===== config.mk =====
export PLATFORM = sky130hd
export DESIGN_NAME = adc_spi_deser_top
export DESIGN_NICKNAME = d
export VERILOG_FILES = /design/src/rtl/adc_deser_pkg.sv /design/src/rtl/frame_ctrl_if.sv /design/src/rtl/adc_lane_capture.sv /design/src/rtl/adc_spi_deser_top.sv /design/src/rtl/frame_result_stage.sv /design/src/rtl/frame_sequencer.sv /design/src/rtl/spi_register_port.sv
export SDC_FILE = /design/constraint.sdc
export NUM_CORES = 1
export LEC_CHECK = 0
export BUFFER_PORTS_ARGS = -buffer_cell sky130_fd_sc_hd__buf_2
export CAP_MARGIN = 20
export CORE_ASPECT_RATIO = 1.5
export CORE_MARGIN = 4
export CORE_UTILIZATION = 53
export CTS_CLUSTER_SIZE = 10
export DETAILED_ROUTE_END_ITERATION = 6
export PLACE_DENSITY = 0.76
export SKIP_LAST_GASP = 1
export SLEW_MARGIN = 20
export SYNTH_ARGS = -nofsm -noshare
export SYNTH_HDL_FRONTEND = slang
export SYNTH_SLANG_ARGS = --single-unit

===== constraint.sdc =====
create_clock -name sclk_del_clk -period 7.35 [get_ports sclk_del_clk]
set_input_delay 2.205 -clock sclk_del_clk [delete_from_list [all_inputs] [get_ports sclk_del_clk]]
set_output_delay 2.205 -clock sclk_del_clk [all_outputs]
set_load 0.1 [all_outputs]

===== src/rtl/adc_deser_pkg.sv =====
// Frame constants, phase-select and frame-kind types, SPI frame union, window shift helper
package adc_deser_pkg;

    localparam int LANE_BITS    = 12;                        // Bits per lane per sample
    localparam int NUM_LANES    = 4;                         // Data lanes A to D
    localparam int SAMPLE_BITS  = LANE_BITS * NUM_LANES;     // Assembled sample, 48 bits
    localparam int SPI_BITS     = 24;                        // Register frame width
    localparam int ADDR_BITS    = 8;                         // Register address field
    localparam int DATA_BITS    = SPI_BITS - ADDR_BITS;      // Register data field
    localparam int GUARD_BITS   = 3;                         // Extra bit periods for phase window
    localparam int BIT_CYCLES   = 2;                         // Clocks per bit period
    localparam int FRAME_GAP    = 4;                         // CS_Z high cycles between captures

    localparam int LANE_SR_BITS = LANE_BITS + GUARD_BITS;    // Over-sampled lane register
    localparam int SPI_SR_BITS  = SPI_BITS + GUARD_BITS;     // Over-sampled readback register
    localparam int BIT_CNT_W    = $clog2(SPI_SR_BITS);       // Holds longest bit-period countdown
    localparam int CYC_W        = (BIT_CYCLES > 1) ? $clog2(BIT_CYCLES) : 1;
    localparam int GAP_W        = $clog2(FRAME_GAP);

    typedef logic [1:0] phase_sel_t;                         // Per-lane window code

    typedef enum logic [1:0] {
        KIND_CAPTURE = 2'd0,                                 // ADC sample frame
        KIND_WRITE   = 2'd1,                                 // Register write on MOSI
        KIND_READ    = 2'd2                                  // Register readback on lane A
    } frame_kind_t;

    typedef union packed {
        logic [SPI_BITS-1:0] raw;                            // Shift-register view
        struct packed {
            logic [ADDR_BITS-1:0] addr;                      // Sent first
            logic [DATA_BITS-1:0] data;
        } fields;
    } spi_frame_u;

    // Right shift that drops the late guard samples; code 3 keeps the earliest window
    function automatic logic [1:0] window_shift(phase_sel_t code);
        case (code)
            2'd3:    return 2'd3;                            // Lag 0
            2'd0:    return 2'd2;                            // Lag 1
            2'd1:    return 2'd1;                            // Lag 2
            default: return 2'd0;                            // Lag 3
        endcase
    endfunction

endpackage


===== src/rtl/frame_ctrl_if.sv =====
`timescale 1ns/1ps
// Frame control interface: kind, CS-low window and per-frame strobes with three modports
interface frame_ctrl_if
    import adc_deser_pkg::*;
();

    frame_kind_t kind;        // Frame type, stable from load through done
    logic        active;      // High while CS_Z is low
    logic        sample;      // Last cycle of each bit period
    logic        sclk_fall;   // SCLK goes low at the end of this cycle
    logic        load;        // Cycle before bit period 0
    logic        done;        // First cycle with CS_Z high again

    // Sequencer owns every strobe
    modport seq (
        output kind, active, sample, sclk_fall, load, done
    );

    // Capture paths watch the whole frame
    modport capture (
        input kind, active, sample, sclk_fall, load, done
    );

    // Result stage only needs the end of frame
    modport result (
        input kind, done
    );

endinterface


===== src/rtl/adc_lane_capture.sv =====
`timescale 1ns/1ps
// Four-lane capture: over-sampled shift registers, per-lane phase window and 48-bit assembly
module adc_lane_capture
    import adc_deser_pkg::*;
(
    input  logic                   sclk_del_clk,
    input  logic                   rst,
    input  logic                   din_a,
    input  logic                   din_b,
    input  logic                   din_c,
    input  logic                   din_d,
    input  phase_sel_t             phase_a,
    input  phase_sel_t             phase_b,
    input  phase_sel_t             phase_c,
    input  phase_sel_t             phase_d,
    frame_ctrl_if.capture          ctl,
    output logic [SAMPLE_BITS-1:0] sample_word
);

    logic [NUM_LANES-1:0]       din;                 // Index 3 is lane A
    phase_sel_t [NUM_LANES-1:0] phase;
    logic [LANE_SR_BITS-1:0]    lane_sr [NUM_LANES]; // Earliest sample ends up in the MSB
    logic [LANE_BITS-1:0]       lane_win [NUM_LANES];
    logic                       cap_frame;

    assign din       = {din_a, din_b, din_c, din_d};
    assign phase     = {phase_a, phase_b, phase_c, phase_d};
    assign cap_frame = (ctl.kind == KIND_CAPTURE);   // Register frames leave lanes alone

    always_ff @(posedge sclk_del_clk or posedge rst) begin
        if (rst) begin
            for (int i = 0; i < NUM_LANES; i++) begin
                lane_sr[i] <= '0;
            end
        end else if (cap_frame && ctl.load) begin
            for (int i = 0; i < NUM_LANES; i++) begin
                lane_sr[i] <= '0;                    // Fresh frame
            end
        end else if (cap_frame && ctl.sample) begin
            for (int i = 0; i < NUM_LANES; i++) begin
                lane_sr[i] <= {lane_sr[i][LANE_SR_BITS-2:0], din[i]};
            end
        end
    end

    // Valid the cycle after the last sample, held until the next load
    always_comb begin
        for (int i = 0; i < NUM_LANES; i++) begin
            lane_win[i] = LANE_BITS'(lane_sr[i] >> window_shift(phase[i]));
            sample_word[i*LANE_BITS +: LANE_BITS] = lane_win[i];   // Lane A lands on top
        end
    end

endmodule


===== src/rtl/adc_spi_deser_top.sv =====
`timescale 1ns/1ps
// Top level of the serial ADC controller with plain ports and block wiring
module adc_spi_deser_top
    import adc_deser_pkg::*;
(
    input  logic                   sclk_del_clk,
    input  logic                   rst,
    input  logic                   spi_en,      // High for register mode
    input  logic                   wr_start,
    input  logic                   rd_start,
    input  logic [ADDR_BITS-1:0]   wr_addr,
    input  logic [DATA_BITS-1:0]   wr_data,
    input  logic                   din_a,
    input  logic                   din_b,
    input  logic                   din_c,
    input  logic                   din_d,
    input  phase_sel_t             phase_a,
    input  phase_sel_t             phase_b,
    input  phase_sel_t             phase_c,
    input  phase_sel_t             phase_d,
    output logic                   cs_z,
    output logic                   sclk,
    output logic                   mosi,
    output logic                   busy,
    output logic [SAMPLE_BITS-1:0] dout,
    output logic                   drdy,
    output logic [SPI_BITS-1:0]    read_data
);

    logic [SAMPLE_BITS-1:0] sample_word;
    spi_frame_u             rd_word;

    frame_ctrl_if ctl_if ();

    frame_sequencer u_seq (
        .sclk_del_clk (sclk_del_clk),
        .rst          (rst),
        .spi_en       (spi_en),
        .wr_start     (wr_start),
        .rd_start     (rd_start),
        .cs_z         (cs_z),
        .sclk         (sclk),
        .busy         (busy),
        .ctl          (ctl_if.seq)
    );

    adc_lane_capture u_capture (
        .sclk_del_clk (sclk_del_clk),
        .rst          (rst),
        .din_a        (din_a),
        .din_b        (din_b),
        .din_c        (din_c),
        .din_d        (din_d),
        .phase_a      (phase_a),
        .phase_b      (phase_b),
        .phase_c      (phase_c),
        .phase_d      (phase_d),
        .ctl          (ctl_if.capture),
        .sample_word  (sample_word)
    );

    spi_register_port u_regport (
        .sclk_del_clk (sclk_del_clk),
        .rst          (rst),
        .din_a        (din_a),      // Readback shares lane A
        .wr_addr      (wr_addr),
        .wr_data      (wr_data),
        .phase_a      (phase_a),
        .ctl          (ctl_if.capture),
        .mosi         (mosi),
        .rd_word      (rd_word)
    );

    frame_result_stage u_result (
        .sclk_del_clk (sclk_del_clk),
        .rst          (rst),
        .sample_word  (sample_word),
        .rd_word      (rd_word),
        .ctl          (ctl_if.result),
        .dout         (dout),
        .drdy         (drdy),
        .read_data    (read_data)
    );

endmodule


===== src/rtl/frame_result_stage.sv =====
`timescale 1ns/1ps
// Result stage: registers capture word with DRDY or readback word at end of frame
module frame_result_stage
    import adc_deser_pkg::*;
(
    input  logic                   sclk_del_clk,
    input  logic                   rst,
    input  logic [SAMPLE_BITS-1:0] sample_word,
    input  spi_frame_u             rd_word,
    frame_ctrl_if.result           ctl,
    output logic [SAMPLE_BITS-1:0] dout,
    output logic                   drdy,
    output logic [SPI_BITS-1:0]    read_data
);

    logic cap_done;
    logic rd_done;

    assign cap_done = ctl.done && (ctl.kind == KIND_CAPTURE);
    assign rd_done  = ctl.done && (ctl.kind == KIND_READ);   // Write frames leave outputs as is

    always_ff @(posedge sclk_del_clk or posedge rst) begin
        if (rst) begin
            drdy      <= 1'b0;
            dout      <= '0;
            read_data <= '0;
        end else begin
            drdy <= cap_done;                                 // Single cycle, DOUT moves with it
            if (cap_done) begin
                dout <= sample_word;                          // Held until next DRDY
            end
            if (rd_done) begin
                read_data <= {rd_word.fields.addr, rd_word.fields.data};
            end
        end
    end

    a_drdy_single: assert property (@(posedge sclk_del_clk) disable iff (rst)
        drdy |=> !drdy);

endmodule


===== src/rtl/frame_sequencer.sv =====
`timescale 1ns/1ps
// Frame sequencer: spi_en synchronizer, start acceptance, bit-period countdown, CS_Z, SCLK, strobes
module frame_sequencer
    import adc_deser_pkg::*;
(
    input  logic       sclk_del_clk,
    input  logic       rst,
    input  logic       spi_en,
    input  logic       wr_start,
    input  logic       rd_start,
    output logic       cs_z,
    output logic       sclk,
    output logic       busy,
    frame_ctrl_if.seq  ctl
);

    logic [1:0]           spi_en_sync;   // Two-flop synchronizer
    logic                 spi_en_s;
    logic                 idle;
    logic                 cap_req;       // Capture mode wants another frame
    logic                 wr_acc;
    logic                 rd_acc;
    logic                 accept;
    logic [BIT_CNT_W-1:0] frame_n;       // Payload bits of current kind
    logic [BIT_CNT_W-1:0] bits_left;     // Bit periods remaining after this one
    logic [CYC_W-1:0]     cyc;           // Cycle within bit period
    logic                 last_cyc;
    logic                 sclk_window;   // Bit periods 1 to N
    logic [GAP_W-1:0]     gap_cnt;
    logic                 gap_last;
    logic                 in_gap;
    logic                 load_q;
    logic                 done_q;
    logic                 sclk_q;
    logic                 cs_z_q;
    logic                 busy_q;
    frame_kind_t          kind_q;

    assign spi_en_s = spi_en_sync[1];
    assign idle     = cs_z_q && !load_q && !in_gap;
    assign cap_req  = idle && !spi_en_s;                      // Level driven, repeats each frame
    assign wr_acc   = idle && spi_en_s && wr_start;
    assign rd_acc   = idle && spi_en_s && rd_start && !wr_start;   // Write wins a tie
    assign accept   = cap_req || wr_acc || rd_acc;

    assign frame_n  = (kind_q == KIND_CAPTURE) ? BIT_CNT_W'(LANE_BITS) : BIT_CNT_W'(SPI_BITS);
    assign last_cyc = (cyc == CYC_W'(BIT_CYCLES - 1));
    // Countdown runs N+2 .. 0, so period 1 is N+1 and period N is 2
    assign sclk_window = (bits_left <= frame_n + BIT_CNT_W'(GUARD_BITS - 2)) &&
                         (bits_left >= BIT_CNT_W'(GUARD_BITS - 1));
    // Register frames release the port right after done
    assign gap_last = (kind_q != KIND_CAPTURE) || (gap_cnt == GAP_W'(FRAME_GAP - 3));

    always_ff @(posedge sclk_del_clk or posedge rst) begin
        if (rst) begin
            spi_en_sync <= 2'b11;                             // Come up in register mode
        end else begin
            spi_en_sync <= {spi_en_sync[0], spi_en};
        end
    end

    always_ff @(posedge sclk_del_clk or posedge rst) begin
        if (rst) begin
            kind_q    <= KIND_CAPTURE;
            load_q    <= 1'b0;
            cs_z_q    <= 1'b1;
            sclk_q    <= 1'b0;
            done_q    <= 1'b0;
            busy_q    <= 1'b0;
            in_gap    <= 1'b0;
            gap_cnt   <= '0;
            bits_left <= '0;
            cyc       <= '0;
        end else begin
            load_q <= accept;                                 // Load one cycle before CS_Z low
            done_q <= 1'b0;
            sclk_q <= 1'b0;
            if (accept) begin
                busy_q <= 1'b1;
                kind_q <= cap_req ? KIND_CAPTURE : (wr_acc ? KIND_WRITE : KIND_READ);
            end else if (done_q) begin
                busy_q <= 1'b0;                               // Drops as the result lands
            end
            if (load_q) begin
                cs_z_q    <= 1'b0;
                bits_left <= frame_n + BIT_CNT_W'(GUARD_BITS - 1);
                cyc       <= '0;
            end else if (!cs_z_q) begin
                if (last_cyc) begin
                    cyc <= '0;
                    if (bits_left == '0) begin
                        cs_z_q  <= 1'b1;                      // End of frame
                        done_q  <= 1'b1;
                        in_gap  <= 1'b1;
                        gap_cnt <= '0;
                    end else begin
                        bits_left <= bits_left - 1'b1;
                    end
                end else begin
                    cyc    <= cyc + 1'b1;
                    // SCLK high only in the final cycle of the period
                    sclk_q <= sclk_window && (cyc == CYC_W'(BIT_CYCLES - 2));
                end
            end else if (in_gap) begin
                gap_cnt <= gap_cnt + 1'b1;
                if (gap_last) begin
                    in_gap <= 1'b0;
                end
            end
        end
    end

    assign ctl.kind      = kind_q;
    assign ctl.active    = !cs_z_q;
    assign ctl.sample    = !cs_z_q && last_cyc;               // Same edge that drops SCLK
    assign ctl.sclk_fall = sclk_q;
    assign ctl.load      = load_q;
    assign ctl.done      = done_q;

    assign cs_z = cs_z_q;
    assign sclk = sclk_q;
    assign busy = busy_q;

    a_sclk_inside_cs: assert property (@(posedge sclk_del_clk) disable iff (rst)
        sclk_q |-> !cs_z_q);
    a_no_start_while_busy: assert property (@(posedge sclk_del_clk) disable iff (rst)
        (wr_acc || rd_acc) |-> !busy_q);

endmodule


===== src/rtl/spi_register_port.sv =====
`timescale 1ns/1ps
// Register port with MOSI serializer for writes and lane-A readback window for reads
module spi_register_port
    import adc_deser_pkg::*;
(
    input  logic                 sclk_del_clk,
    input  logic                 rst,
    input  logic                 din_a,
    input  logic [ADDR_BITS-1:0] wr_addr,
    input  logic [DATA_BITS-1:0] wr_data,
    input  phase_sel_t           phase_a,
    frame_ctrl_if.capture        ctl,
    output logic                 mosi,
    output spi_frame_u           rd_word
);

    spi_frame_u             wr_frame;
    logic [SPI_BITS-1:0]    tx_sr;        // MSB is on the wire
    logic [SPI_SR_BITS-1:0] rx_sr;        // Readback with guard samples
    logic                   wr_sel;
    logic                   rd_sel;

    assign wr_sel = (ctl.kind == KIND_WRITE);
    assign rd_sel = (ctl.kind == KIND_READ);

    // Address goes out ahead of data
    assign wr_frame.fields = '{addr: wr_addr, data: wr_data};

    always_ff @(posedge sclk_del_clk or posedge rst) begin
        if (rst) begin
            tx_sr <= '0;
        end else if (wr_sel && ctl.load) begin
            tx_sr <= wr_frame.raw;
        end else if (wr_sel && ctl.sclk_fall) begin
            tx_sr <= {tx_sr[SPI_BITS-2:0], 1'b0};    // Next bit on SCLK fall
        end
    end

    assign mosi = ctl.active && wr_sel && tx_sr[SPI_BITS-1];   // Parked low outside write frames

    always_ff @(posedge sclk_del_clk or posedge rst) begin
        if (rst) begin
            rx_sr <= '0;
        end else if (rd_sel && ctl.load) begin
            rx_sr <= '0;
        end else if (rd_sel && ctl.sample) begin
            rx_sr <= {rx_sr[SPI_SR_BITS-2:0], din_a};
        end
    end

    // Lane A code picks the window as for the data lanes
    assign rd_word.raw = SPI_BITS'(rx_sr >> window_shift(phase_a));

    // Every frame bit has left the serializer once the write frame ends
    a_tx_empty_at_done: assert property (@(posedge sclk_del_clk) disable iff (rst)
        (ctl.done && wr_sel) |-> (tx_sr == '0));

endmodule


Word-level counts from Yosys, hierarchy flattened --
Index checks and enable logic that the tools add are counted. Widths: inputs -> output; s select.
Word-level totals: register bits after elaboration 202, bits of input ports 41, output and inout bits 77, logic and storage cells 133
Operators by class: $add $sub $neg 5, magnitude comparators 2, equal/unequal tests 14, shift operators 5, mux-type cells 40, bitwise operators 2, reduce and logical (&&, ||, !) cells 45
Operators by type and width (count):
- $mux 60 | 2
- $shr 15x2->12 | 4
- $mux 27 | 2
- $mux 24 | 2
- $shr 27x2->24 | 1
- $mux 5 | 5
- $pmux 2 s3 | 4
- $logic_and 1x1->1 | 20
- $mux 1 | 19
- $reduce_bool 2->1 | 8
- $eq 2x1->1 const B | 6
- $mux 2 | 6
- $eq 2x2->1 const B | 5
- $logic_not 2->1 | 5
- $ne 2x1->1 const B | 3
- $reduce_and 3->1 | 2
- $add 5x1->5 const B | 1
- $add 5x2->5 const B | 1
- $ge 5x2->1 const B | 1
- $le 5x5->1 | 1
- $logic_not 1->1 | 5
- $logic_not 5->1 | 1
- $sub 5x1->5 const B | 1
- $reduce_and 4->1 | 1
- 4 further kinds | 7

Depth between registers and ports, before layout --
depth in word-level cells 9, depth in mapped cells 7, mapped depth without buffers 5

Cells and area by module --
From an unflattened synthesis, not the netlist that was laid out.
Second synthesis, totals: cell total of the unflattened synthesis 792, area, all modules 10866.7 um^2
Modules (own cells, without submodules):
- adc_lane_capture | instances 1, cells an instance 287, area an instance 3936.3 um^2
- spi_register_port | instances 1, cells an instance 259, area an instance 3281.9 um^2
- frame_result_stage | instances 1, cells an instance 155, area an instance 2705.1 um^2
- frame_sequencer | instances 1, cells an instance 91, area an instance 943.4 um^2

Least setup slack after synthesis --
No wires, ideal clock.
path kind flip-flop to output port, start point register u_seq.cs_z_q, in the netlist u_seq.cs_z, end point output mosi, arrival time 2.798 ns, required time 5.145 ns, path slack 2.347 ns, stages on the path, launching flop included 3, path buffers 1, cells stage by stage dfstp_2 > buf_6 > nor3_1
On the way: cells in the longest elaborated chain, start to end 3
RTL lines:
- from (decl) | RTL line frame_sequencer.sv:35 | logic cs_z_q;
- from (signal assigned) | RTL line frame_sequencer.sv:66 | cs_z_q <= 1'b1;
- from (signal assigned) | RTL line frame_sequencer.sv:85 | cs_z_q <= 1'b0;
- from (signal assigned) | RTL line frame_sequencer.sv:92 | cs_z_q <= 1'b1;
- $logic_not 1->1
- $logic_and 1x1->1 (2 in series) | RTL line spi_register_port.sv:39 | assign mosi = ctl.active && wr_sel && tx_sr[SPI_BITS-1];
- to (decl) | RTL line adc_spi_deser_top.sv:23 | output logic mosi,
Every way passes these cells.

Worst setup path in the final report --
start point register u_seq.kind_q[1], in the netlist u_seq.ctl.kind[1], end point output mosi
On the way: cells in the longest elaborated chain, start to end 3
RTL lines:
- from (decl) | RTL line frame_sequencer.sv:37 | frame_kind_t kind_q;
- from (signal assigned) | RTL line frame_sequencer.sv:80 | kind_q <= cap_req ? KIND_CAPTURE : (wr_acc ? KIND_WRITE : KIND_READ);
- $eq 2x1->1 | RTL line spi_register_port.sv:23 | assign wr_sel = (ctl.kind == KIND_WRITE);
- $logic_and 1x1->1 (2 in series) | RTL line spi_register_port.sv:39
Every way passes these cells.

==> results_dict.tcl <==
set metrics [dict create \
    cp_data_arrival_time_ns 1.86 \
    cts_tree "yes" \
    status "finished, final reports clean" \
    nets 1058 \
    via_per_inst 5.662 \
    whs_path_depth 0 \
    syn_nets 968 \
    start_util 0.5388 \
    cts_setup_buffers 0 \
    ys_types 53 \
    dr.first_iter.drc_count 432 \
    ant_nets 0 \
    clock_skew_ns 0.01269 \
    grt_max_degree 90 \
    min_to "u_seq.spi_en_sync[1]$_DFF_PP1_" \
    leakage_nw 5.727 \
    io_pins 118 \
    cp.required_ns 5.14 \
    max-cap-violations 0 \
    route.detailed.drc 0 \
    cellPowerDensity_nw_per_um2 382.9 \
    cts_root_buffer "clkbuf_16" \
    row_count 62 \
    layout.cells.non_filler 1271 \
    min-delay-start "u_seq.spi_en_sync[0]$_DFF_PP1_" \
    path_max_fanout 9 \
    post_synth.cell_area_avg_um2 11.30 \
    cts_sinks 202 \
    worstSetupEndpointType "primary output" \
    cts_buffers 24 \
    gp_congestion 0.7909 \
    drive_gt1_frac 0.3340 \
    worstReg2RegEnd "u_regport.tx_sr[7]$_DFFE_PP0P_" \
    core_um2 19160 \
    fin_total_pwr_mw 4.482 \
    hold_violations 0 \
    hold_path_class "flip-flop to flip-flop" \
    postSynthCellCount 914 \
    setup_tns_ns 0 \
    reg2reg_setup_slack_ns 5.06 \
    first_global_vias 7364 \
    diodes 0 \
    ir_worst_vdd_v 0.0002965 \
    final_max_slew_viol_count 0 \
    post_dp_cell_area_um2 10990 \
    period_needed_ns 4.069 \
    clk_path_buf_depth 3 \
    crit_path_start_kind "flip-flop" \
    r2r_start "u_seq.ctl.load$_DFF_PP0_" \
    final_cell_area_um2 11700 \
    ys_ff_latch 202 \
    area_growth_pct 13.37 \
    setup_violations 0 \
    wl_per_cell_um 16.75 \
    path_clk_slew_ns 0.05 \
    post-place-cells 1234 \
    hpwl_um 13550 \
    vias 7196 \
    wl_um 21290 \
    die_area_um2 21820 \
    antenna_found_initial 0 \
    drt_pre_antenna_iters 4 \
    globalRouteTotalUtil 0.1974 \
    tightest_slew_ns 1.055 \
    cts_resized 0 \
    rsz0062_at_grt "false" \
    timing.final.crit_share 0.5536 \
    ys_warn_count 0 \
    relSlewSlack 0.2957 \
    h-tree-depth 1 \
    rr_worst_depth 4 \
    die_w_um 122.0 \
    grt_overflow 0 \
    max_freq_mhz 245.8 \
    ctsHoldBuffers 0 \
    clk_latency_ns 0.50 \
    ys_seq_area_frac 0.4900 \
    syn_area_um2 10320 \
    grt_pass1_wl_um 35840 \
    io_buffers 117 \
    crit_type "flip-flop to primary output" \
    die_h_um 178.9 \
]
placed cells by master (no fill, tap or decap), types with 2 or more instances in the layout:
| cell | netlist | routed |
|---|---|---|
| a41oi_1 | 2 | 2 |
| nand3_1 | 2 | 2 |
| o21ai_0 | 100 | 100 |
| a21oi_1 | 5 | 5 |
| inv_1 | 73 | 72 |
| o21ai_1 | 22 | 22 |
| mux4_2 | 10 | 10 |
| dfstp_2 | 3 | 3 |
| nand2b_1 | 5 | 5 |
| nor2_4 | 0 | 2 |
| mux2i_1 | 56 | 56 |
| mux2_1 | 7 | 7 |
| buf_2 | 23 | 117 |
| nand4_1 | 59 | 59 |
| a21oi_4 | 2 | 2 |
| or2_2 | 2 | 2 |
| mux4_1 | 2 | 2 |
| nor3_1 | 4 | 4 |
| mux2_2 | 151 | 151 |
| nor2b_1 | 28 | 27 |
| nand2_1 | 59 | 59 |
| nor3b_1 | 2 | 2 |
| o311ai_0 | 2 | 2 |
| clkbuf_1 | 28 | 10 |
| ha_1 | 13 | 13 |
| a22oi_1 | 2 | 2 |
| dfrtp_1 | 199 | 199 |
| nor2_1 | 11 | 10 |
| inv_2 | 2 | 2 |
| buf_4 | 3 | 13 |
| nand3b_1 | 3 | 3 |
| clkbuf_16 | 0 | 25 |
| o22ai_1 | 2 | 2 |
report_power, final:
group,switching (mW),leakage (nW),internal (mW)
Clock,0.429,0.341,0.661
Combinational,1.14,2.71,0.569
Sequential,0.271,2.68,1.41
synthesized netlist by cell type (all sizes together):
master	n	share of area
o221a	1	0.0011
ha	13	0.016
a32o	1	0.00097
dfrtp	199	0.48
nor2b	28	0.017
clkbuf	29	0.011
buf	38	0.025
nand2b	6	0.0044
or4b	1	0.0013
a211o	1	0.00085
a22oi	2	0.0015
or3b	1	0.00085
nand4	59	0.036
nand2	59	0.021
a41oi	2	0.0017
nor3b	2	0.0015
o21a	1	0.00073
mux2	158	0.17
a21o	1	0.00073
or2	2	0.0012
a21oi	7	0.0056
o21ai	122	0.059
dfstp	3	0.0076
o31ai	1	0.00073
o22ai	2	0.0012
a311oi	1	0.00085
or4	1	0.00073
nor2	13	0.0052
nor4b	1	0.00085
a211oi	1	0.00073
nor3	5	0.0035
nand3b	4	0.0041
o311ai	2	0.0017
o32a	1	0.00097
inv	75	0.027
nand3	2	0.00097
mux4	12	0.027
mux2i	56	0.054
nor4	1	0.00061
critical path, stage by stage, from the launching register on:
cell and delay, ns:
dfrtp_1 0.49, nand2b_1 0.26, nor3_1 0.15, buf_2 0.46
logic make-up after synthesis:
family	Yosys count	share of synthesized area
AOI/OAI and AO/OA	146	0.07842
adders and majority gates	13	0.01576
buffers and inverters	142	0.06290
DFF	202	0.4900
muxes	226	0.2535
and+or+nand+nor	185	0.09938
stage by stage:
stage / setup WS [ns] / util / hold slack (ns)
floorplan: 2.347 / - / 0.3452
global placement: 2.886 / 0.5737 / 0.3464
detailed placement: 2.824 / 0.5737 / 0.3485
CTS: 3.241 / 0.6106 / 0.3562
global route: 3.095 / 0.6108 / 0.3620
finish: 3.281 / 0.6108 / 0.3546
sequential cells by signal, indices dropped and copies added, names as in the netlist, 2 cells and up:
register            cells
u_result.dout          48
u_result.read_data     24
u_seq.bits_left         5
u_capture.lane_sr      60
u_seq.gap_cnt           2
u_regport.tx_sr        24
u_seq.ctl.kind          2
u_regport.rx_sr        27
u_seq.spi_en_sync       2
how the worst max path moves through the flow:
stage	depth (start not counted)	slack, ns	endpoint	from
3_3_place_gp	6	2.89	u_result.read_data[2]$_DFFE_PP0P_	phase_a[0]
2_1_floorplan	2	2.35	mosi	u_seq.cs_z$_DFF_PP1_
4_1_cts	3	3.24	mosi	u_seq.ctl.kind[0]$_DFFE_PP0P_
5_1_grt	3	3.09	mosi	u_seq.ctl.kind[0]$_DFFE_PP0P_
3_5_place_dp	6	2.82	u_result.read_data[2]$_DFFE_PP0P_	phase_a[0]
6_report	3	3.28	mosi	u_seq.ctl.kind[1]$_DFFE_PP0P_
layer usage:
layer,vias up,share of wire,global-route usage
met5,-,0,0
met4,0,0.022,0.06075
met3,37,0.042,0.03125
met2,154,0.53,0.3526
met1,3597,0.40,0.2452
li1,3408,-,-
final cells by class:
| class | count | area [um^2] |
|---|---|---|
| clock buffer | 36 | 676.9 |
| timing repair buffer | 131 | 694.4 |
| sequential | 202 | 5059 |
| fill | 1585 | 7457 |
| tap | 256 | 320.3 |
| inverter | 75 | 285.3 |
| multi-input combinational | 570 | 4638 |
| clock inverter | 1 | 30.03 |
Power figures use the tool's default switching activity.
